**config.mk**
```make
export PLATFORM = sky130hd
export DESIGN_NAME = vliw_top
export DESIGN_NICKNAME = d
export VERILOG_FILES = /design/src/verilog/vliw_pkg.sv /design/src/verilog/wb_if.sv /design/src/verilog/fx_add_pipe.sv /design/src/verilog/fx_mul.sv /design/src/verilog/exec_lanes.sv /design/src/verilog/reg_file.sv /design/src/verilog/vliw_top.sv
export SDC_FILE = /design/constraint.sdc
export NUM_CORES = 2
export LEC_CHECK = 0
export BUFFER_PORTS_ARGS = -buffer_cell sky130_fd_sc_hd__buf_2
export CAP_MARGIN = 40
export CORE_UTILIZATION = 60
export DETAILED_ROUTE_END_ITERATION = 8
export GPL_TIMING_DRIVEN = 0
export HOLD_SLACK_MARGIN = 0.15
export PLACE_DENSITY = 0.75
export SYNTH_ARGS = -nofsm -noshare
export SYNTH_HDL_FRONTEND = slang
export SYNTH_SLANG_ARGS = --single-unit
```
**constraint.sdc**
```tcl
create_clock -name clk -period 14.1 [get_ports clk]
set_input_delay 2.115 -clock clk [delete_from_list [all_inputs] [get_ports clk]]
set_output_delay 2.115 -clock clk [all_outputs]
set_load 0.005 [all_outputs]
```
**src/verilog/vliw_pkg.sv**
```systemverilog
// ============================================================
// Shared types and constants for the fractal VLIW datapath.
// Modules import this package for the word and address
// types, the register map and the fixed-point limits.
// ============================================================
`default_nettype none

package vliw_pkg;

   localparam int NUM_REGS    = 8;
   localparam int FRAC_BITS   = 22;
   localparam int ADD_LATENCY = 3;

   // Signed fixed point, 22 fraction bits
   typedef logic signed [26:0] word_t;
   typedef logic [$clog2(NUM_REGS)-1:0] reg_addr_t;

   // Architectural register map
   localparam reg_addr_t ADDR_Z_RE = 3'd0;
   localparam reg_addr_t ADDR_Z_IM = 3'd1;
   localparam reg_addr_t ADDR_MAG  = 3'd2;

   localparam word_t WORD_MAX = {1'b0, {26{1'b1}}};
   localparam word_t WORD_MIN = {1'b1, {26{1'b0}}};

   // One half in 5.22 format
   localparam word_t ESCAPE_LIMIT = word_t'(1 << 21);

endpackage

`default_nettype wire

```
**src/verilog/wb_if.sv**
```systemverilog
// ============================================================
// Write-back bundle from the execution lanes to the register
// file. One valid/dest/data group per lane, landing at the
// next rising clock edge.
// ============================================================
`timescale 1ns/1ps
`default_nettype none

interface wb_if;
   import vliw_pkg::*;

   logic      ld_valid, neg_valid, add_valid, mul_valid;
   reg_addr_t ld_dest, neg_dest, add_dest, mul_dest;
   word_t     ld_data, neg_data, add_data, mul_data;

   modport lanes (
      output ld_valid, ld_dest, ld_data,
      output neg_valid, neg_dest, neg_data,
      output add_valid, add_dest, add_data,
      output mul_valid, mul_dest, mul_data
   );

   modport rf (
      input ld_valid, ld_dest, ld_data,
      input neg_valid, neg_dest, neg_data,
      input add_valid, add_dest, add_data,
      input mul_valid, mul_dest, mul_data
   );

endinterface

`default_nettype wire

```
**src/verilog/fx_add_pipe.sv**
```systemverilog
// ============================================================
// Three-stage saturating fixed-point adder. The sum is formed
// and clipped in the first stage, then it travels with its
// valid bit and destination through the remaining stages.
// ============================================================
`timescale 1ns/1ps
`default_nettype none

module fx_add_pipe (
   input  wire logic           clk,
   input  wire logic           rst,
   input  wire logic           in_valid,
   input  wire vliw_pkg::reg_addr_t in_dest,
   input  wire vliw_pkg::word_t a,
   input  wire vliw_pkg::word_t b,
   output logic               out_valid,
   output vliw_pkg::reg_addr_t out_dest,
   output vliw_pkg::word_t    sum
);
   import vliw_pkg::*;

   logic signed [27:0]     wide_sum;
   word_t                  sat_sum;
   logic [ADD_LATENCY-1:0] vld_q;
   word_t                  sum_q  [ADD_LATENCY];
   reg_addr_t              dest_q [ADD_LATENCY];

   // One guard bit catches overflow
   assign wide_sum = a + b;

   always_comb begin
      if (wide_sum > WORD_MAX) begin
         sat_sum = WORD_MAX;
      end else if (wide_sum < WORD_MIN) begin
         sat_sum = WORD_MIN;
      end else begin
         sat_sum = wide_sum[26:0];
      end
   end

   always_ff @(posedge clk) begin
      if (rst) begin
         vld_q <= '0;
      end else begin
         vld_q <= {vld_q[ADD_LATENCY-2:0], in_valid};
      end
   end

   always_ff @(posedge clk) begin
      sum_q[0]  <= sat_sum;
      dest_q[0] <= in_dest;
      for (int i = 1; i < ADD_LATENCY; i++) begin
         sum_q[i]  <= sum_q[i-1];
         dest_q[i] <= dest_q[i-1];
      end
   end

   assign out_valid = vld_q[ADD_LATENCY-1];
   assign out_dest  = dest_q[ADD_LATENCY-1];
   assign sum       = sum_q[ADD_LATENCY-1];

   a_add_latency: assert property (@(posedge clk) disable iff (rst)
      in_valid |-> ##ADD_LATENCY out_valid)
      else $error("Add result missing after issue");

endmodule

`default_nettype wire

```
**src/verilog/fx_mul.sv**
```systemverilog
// ============================================================
// Combinational fixed-point multiplier. Full signed product,
// realigned by an arithmetic shift of the fraction width and
// clipped to the word range.
// ============================================================
`timescale 1ns/1ps
`default_nettype none

module fx_mul (
   input  wire vliw_pkg::word_t a,
   input  wire vliw_pkg::word_t b,
   output vliw_pkg::word_t product
);
   import vliw_pkg::*;

   logic signed [53:0] full_prod;
   logic signed [53:0] shifted;

   assign full_prod = a * b;

   // Arithmetic shift rounds toward minus infinity
   assign shifted = full_prod >>> FRAC_BITS;

   always_comb begin
      if (shifted > WORD_MAX) begin
         product = WORD_MAX;
      end else if (shifted < WORD_MIN) begin
         product = WORD_MIN;
      end else begin
         product = shifted[26:0];
      end
   end

endmodule

`default_nettype wire

```
**src/verilog/exec_lanes.sv**
```systemverilog
// ============================================================
// Execution stage of the VLIW bundle. Forms the load, negate,
// add and multiply results and drives them onto write-back.
// Load, negate and multiply complete in the issue cycle; the
// add lane comes out of the three-stage adder.
// ============================================================
`timescale 1ns/1ps
`default_nettype none

module exec_lanes (
   input  wire logic           clk,
   input  wire logic           rst,
   input  wire logic           ld_en,
   input  wire vliw_pkg::reg_addr_t ld_dest,
   input  wire vliw_pkg::word_t ld_value,
   input  wire logic           neg_en,
   input  wire vliw_pkg::reg_addr_t neg_dest,
   input  wire logic           add_en,
   input  wire vliw_pkg::reg_addr_t add_dest,
   input  wire logic           mul_en,
   input  wire vliw_pkg::reg_addr_t mul_dest,
   input  wire vliw_pkg::word_t neg_opnd,
   input  wire vliw_pkg::word_t add_opnd1,
   input  wire vliw_pkg::word_t add_opnd2,
   input  wire vliw_pkg::word_t mul_opnd1,
   input  wire vliw_pkg::word_t mul_opnd2,
   wb_if.lanes                wb
);
   import vliw_pkg::*;

   word_t mul_result;

   assign wb.ld_valid = ld_en;
   assign wb.ld_dest  = ld_dest;
   assign wb.ld_data  = ld_value;

   // Most negative word has no positive twin
   assign wb.neg_valid = neg_en;
   assign wb.neg_dest  = neg_dest;
   assign wb.neg_data  = (neg_opnd == WORD_MIN) ? WORD_MAX : -neg_opnd;

   fx_add_pipe i_add (
      .clk       (clk),
      .rst       (rst),
      .in_valid  (add_en),
      .in_dest   (add_dest),
      .a         (add_opnd1),
      .b         (add_opnd2),
      .out_valid (wb.add_valid),
      .out_dest  (wb.add_dest),
      .sum       (wb.add_data)
   );

   fx_mul i_mul (
      .a       (mul_opnd1),
      .b       (mul_opnd2),
      .product (mul_result)
   );

   assign wb.mul_valid = mul_en;
   assign wb.mul_dest  = mul_dest;
   assign wb.mul_data  = mul_result;

endmodule

`default_nettype wire

```
**src/verilog/reg_file.sv**
```systemverilog
// ============================================================
// Eight-entry register file for the VLIW datapath.
// Five combinational read ports feed the lanes. Write-back is
// applied in lane order ld, neg, add, mul, so the later lane
// wins. Raises done for one cycle once the magnitude register
// reaches one half, then clears z and the magnitude.
// ============================================================
`timescale 1ns/1ps
`default_nettype none

module reg_file (
   input  wire                logic clk,
   input  wire                logic rst,
   wb_if.rf                   wb,
   input  wire vliw_pkg::reg_addr_t neg_src,
   input  wire vliw_pkg::reg_addr_t add_src1,
   input  wire vliw_pkg::reg_addr_t add_src2,
   input  wire vliw_pkg::reg_addr_t mul_src1,
   input  wire vliw_pkg::reg_addr_t mul_src2,
   output vliw_pkg::word_t    neg_opnd,
   output vliw_pkg::word_t    add_opnd1,
   output vliw_pkg::word_t    add_opnd2,
   output vliw_pkg::word_t    mul_opnd1,
   output vliw_pkg::word_t    mul_opnd2,
   output logic               done,
   output vliw_pkg::word_t    z_re,
   output vliw_pkg::word_t    z_im
);
   import vliw_pkg::*;

   word_t regs [NUM_REGS];
   logic  mag_escaped;
   logic  dest_clash;

   // ============================================================
   // Read ports
   // ============================================================
   assign neg_opnd  = regs[neg_src];
   assign add_opnd1 = regs[add_src1];
   assign add_opnd2 = regs[add_src2];
   assign mul_opnd1 = regs[mul_src1];
   assign mul_opnd2 = regs[mul_src2];

   assign z_re = regs[ADDR_Z_RE];
   assign z_im = regs[ADDR_Z_IM];

   assign mag_escaped = (regs[ADDR_MAG] >= ESCAPE_LIMIT);

   // ============================================================
   // Write-back and escape clear
   // ============================================================
   always_ff @(posedge clk) begin
      if (wb.ld_valid)  regs[wb.ld_dest]  <= wb.ld_data;
      if (wb.neg_valid) regs[wb.neg_dest] <= wb.neg_data;
      if (wb.add_valid) regs[wb.add_dest] <= wb.add_data;
      if (wb.mul_valid) regs[wb.mul_dest] <= wb.mul_data;
      // Clear overrides any write in the same cycle
      if (rst || done) begin
         regs[ADDR_Z_RE] <= '0;
         regs[ADDR_Z_IM] <= '0;
         regs[ADDR_MAG]  <= '0;
      end
   end

   // One-cycle strobe, held off while already high
   always_ff @(posedge clk) begin
      if (rst) begin
         done <= 1'b0;
      end else begin
         done <= mag_escaped && !done;
      end
   end

   // Any two valid lanes aiming at one register
   assign dest_clash =
      (wb.ld_valid  && wb.neg_valid && wb.ld_dest  == wb.neg_dest) ||
      (wb.ld_valid  && wb.add_valid && wb.ld_dest  == wb.add_dest) ||
      (wb.ld_valid  && wb.mul_valid && wb.ld_dest  == wb.mul_dest) ||
      (wb.neg_valid && wb.add_valid && wb.neg_dest == wb.add_dest) ||
      (wb.neg_valid && wb.mul_valid && wb.neg_dest == wb.mul_dest) ||
      (wb.add_valid && wb.mul_valid && wb.add_dest == wb.mul_dest);

   a_no_dest_clash: assert property (@(posedge clk) disable iff (rst) !dest_clash)
      else $error("Two write-back lanes share a destination");

endmodule

`default_nettype wire

```
**src/verilog/vliw_top.sv**
```systemverilog
// ============================================================
// Top level of the fractal VLIW datapath. One four-lane bundle
// is sampled per clock. z_re and z_im expose registers 0 and 1,
// done strobes once the magnitude register escapes.
// ============================================================
`timescale 1ns/1ps
`default_nettype none

module vliw_top (
   input  wire logic           clk,
   input  wire logic           rst,
   input  wire logic           ld_en,
   input  wire vliw_pkg::reg_addr_t ld_dest,
   input  wire vliw_pkg::word_t ld_value,
   input  wire logic           neg_en,
   input  wire vliw_pkg::reg_addr_t neg_src,
   input  wire vliw_pkg::reg_addr_t neg_dest,
   input  wire logic           add_en,
   input  wire vliw_pkg::reg_addr_t add_src1,
   input  wire vliw_pkg::reg_addr_t add_src2,
   input  wire vliw_pkg::reg_addr_t add_dest,
   input  wire logic           mul_en,
   input  wire vliw_pkg::reg_addr_t mul_src1,
   input  wire vliw_pkg::reg_addr_t mul_src2,
   input  wire vliw_pkg::reg_addr_t mul_dest,
   output logic               done,
   output vliw_pkg::word_t    z_re,
   output vliw_pkg::word_t    z_im
);
   import vliw_pkg::*;

   word_t neg_opnd, add_opnd1, add_opnd2, mul_opnd1, mul_opnd2;

   wb_if wb ();

   reg_file i_rf (
      .clk       (clk),
      .rst       (rst),
      .wb        (wb.rf),
      .neg_src   (neg_src),
      .add_src1  (add_src1),
      .add_src2  (add_src2),
      .mul_src1  (mul_src1),
      .mul_src2  (mul_src2),
      .neg_opnd  (neg_opnd),
      .add_opnd1 (add_opnd1),
      .add_opnd2 (add_opnd2),
      .mul_opnd1 (mul_opnd1),
      .mul_opnd2 (mul_opnd2),
      .done      (done),
      .z_re      (z_re),
      .z_im      (z_im)
   );

   exec_lanes i_lanes (
      .clk       (clk),
      .rst       (rst),
      .ld_en     (ld_en),
      .ld_dest   (ld_dest),
      .ld_value  (ld_value),
      .neg_en    (neg_en),
      .neg_dest  (neg_dest),
      .add_en    (add_en),
      .add_dest  (add_dest),
      .mul_en    (mul_en),
      .mul_dest  (mul_dest),
      .neg_opnd  (neg_opnd),
      .add_opnd1 (add_opnd1),
      .add_opnd2 (add_opnd2),
      .mul_opnd1 (mul_opnd1),
      .mul_opnd2 (mul_opnd2),
      .wb        (wb.lanes)
   );

endmodule

`default_nettype wire

```
==> reports/qor.csv <==
metric;value;unit
ys async rst share;0;%
# hold bufs at CTS;0;
Root Driver;clkbuf_16;
H-tree levels;1;
largest net degree at the start of global routing;28;
critical path launch point type;input port;
die area;0.0860;sq mm
Non-Filler Instances;6808;
Final GP Congestion;1.13;
relative slew slack;29.0;%
CTS Buf Count;31;
worst min path class;register to register;
RSZ-0062 raised after global routing;false;
Max clock buf depth;3;
Via Count;47708;
die height;293;um
critical path's largest stage delay;0.85;ns
vias in the first global route;48606;
M1 WL;69700;um
Worst path top cell family by delay;adder cells;
post-synthesis mux area share;15.6;%
net count after synthesis;6430;
Most common cell on crit path;fa_1;
fin nets;6651;
max cap viols;0;
xor/xnor cell area share of the yosys netlist;1.39;%
final hold vios;0;
final setup violation count;0;
Final WS setup;0.0633;ns
Initial Util;60.7;%
EDFF count, synth;135;
FF-to-FF setup slack;1.88;ns
post-layout util;65.5;%
top cell type by total area after synthesis;fa_1;
Req. time, crit path;14.49;ns
Post-Syn Instances;5428;
die width;293;um
DRT iter0 DRCs;6601;
CP bufs+invs;11;
post-synthesis cell type count;75;
Tmin final;14.04;ns
first-pass GRT wire length;329000;um
synthesized cell area;0.0509;sq mm
Slew Viols, Final;0;
drt wl/cell;33.8;um
largest family of logic cells by synthesized area;adder cells;
Critical Path End Type;register;
Worst Tran Pin Value;1.06;ns
crit share post-route;99.6;%
met2 wire length;97700;um
Synth Flop Type;dfxtp_1;
WL met3;33900;um
clock skew;0.0209;ns
Compound-Gate Fraction of Synth Area;12.9;%
All-Layer GR Usage;54.0;%
Initial DRT Pass Iterations;9;
highest metal used;met5;
sequential area share after synthesis;14.9;%
crit path DAT;14.43;ns
#FFs+latches synth;310;
most frequent cells after synthesis;inv_1 (840), fa_1 (761), nand2_1 (583);
mean number of vias per cell;7.01;
gr ovfl total;0;
DP HPWL;188000;um
final WL;230000;um
ranking of synthesized cells by area;fa_1 (30%), mux4_2 (12%), edfxtp_1 (8.0%), dfxtp_1 (6.9%), inv_1 (6.2%);
CP Class;input port to register;
Synth Area in Simple Gates;11.6;%
Syn-to-layout area delta;7.91;%
IO Pins;115;
Clock transition at path regs;0.06;ns
Place WS;-1.02;ns
residual DRC count;17;
port bufs;81;
Synth top area share;29.9;%
post-synthesis area per instance;9.37;sq um
failing checks;design-rule violations;
slowest CP cell;fa_2;
Crit Path Max Fanout;10;
Syn. warnings;0;
clk sink count;310;
adder-cell share of the synthesized area;34.5;%
CTS tree;yes;
post-route ant nets;0;
most common cell in the netlist;inv_1;
status;finished with violations;
# rows;106;
Fmax;0.0712;GHz
core box area;0.0838;sq mm
initial antenna violation count;10;
layout cell share with drive strength beyond 1;12.6;%
Placed Cells;6739;
Skew-Pair Late Insertion Delay;0.63;ns
[timing repair]
| item | in CTS | in global routing |
|---|---|---|
| setup buffers | 0 | 8 |
| setup endpoints to repair | 151 | 207 |
| resized for setup | 3 | 9 |
| hold endpoints to repair | 0 | 0 |
[kinds of logic after synthesis]
| family | count (synthesis) |
|---|---|
| XOR/XNOR | 81 |
| multiplexers | 442 |
| AO/OA/AOI/OAI | 1032 |
| adder cells (fa/ha/maj) | 949 |
| AND/OR/NAND/NOR | 1394 |
| flip-flops | 310 |
| buffers and inverters | 1220 |
[metal layers]
metal  GRT usage, %  vias to the layer above
li1               -                    18802
met5          0.170                        -
met2           80.0                     4676
met4           51.3                       18
met3           19.5                     1599
met1           60.4                    22613
[per-stage QoR]
step                TNS [ns]  hold slack, ns  area (sq um)
global route               0           0.329         54900
global placement     -215.66           0.310         52700
finish                     0           0.327         54900
detailed placement   -149.54           0.312         53800
CTS                        0           0.311         54800
floorplan                  0           0.310         50900
[cell type report]
type                       instances  area [sq um]
tap                             1134          1420
clock buffer                      39           836
clock inverter                    18           185
multi-input combinational       3898         38800
fill                            6800         28900
buffer                           379          1490
sequential                       310          7560
inverter                         840          3160
antenna                            1          2.50
timing repair buffer             189          1500
[cells in the final DEF (no fill, tap or decap), types with 31 or more instances in the layout]
cell type	instances
o21ai_0	199
nand2_1	583
buf_6	39
nand4_1	45
buf_4	53
mux2i_1	56
mux4_2	268
nand3_1	52
clkbuf_16	31
a211oi_1	236
inv_1	840
nor2b_1	33
buf_2	101
xnor2_1	52
o221ai_1	32
dfxtp_1	175
and2_1	39
nor2_1	511
ha_1	181
buf_1	70
mux2_2	106
a21oi_1	330
nor3_1	38
clkbuf_1	282
fa_1	760
edfxtp_1	135
[sequential cells by signal, summed over array words and instances, names as in the netlist]
| name | cells |
|---|---|
| i_rf.regs | 216 |
| i_lanes.i_add.sum_q | 81 |
| i_lanes.i_add.dest_q | 9 |
| i_lanes.i_add.vld_q | 3 |
| i_rf.done | 1 |
[final timing paths]
path,from,depth (start not counted),end
setup / recovery,mul_src2[1],33,i_rf.regs[3][11]
hold / removal,i_lanes.i_add.sum_q[0][42],0,i_lanes.i_add.sum_q[0][69]
setup reg to reg,i_rf.regs[3][5],30,i_rf.regs[3][11]
hold reg to reg,i_lanes.i_add.sum_q[0][42],0,i_lanes.i_add.sum_q[0][69]
[worst reg2reg max path: cells and delay by family, from the launching register on]
kind | cells | cell delay (ns)
compound gates | 2 | 0.68
fa+ha+maj | 8 | 4.50
buf+inv | 8 | 2.11
flops | 1 | 0.58
mux | 2 | 1.21
simple gates | 10 | 2.90
Power is not shown: default switching activity piles up to over one toggle a cycle in this logic, so the estimate is an artifact.
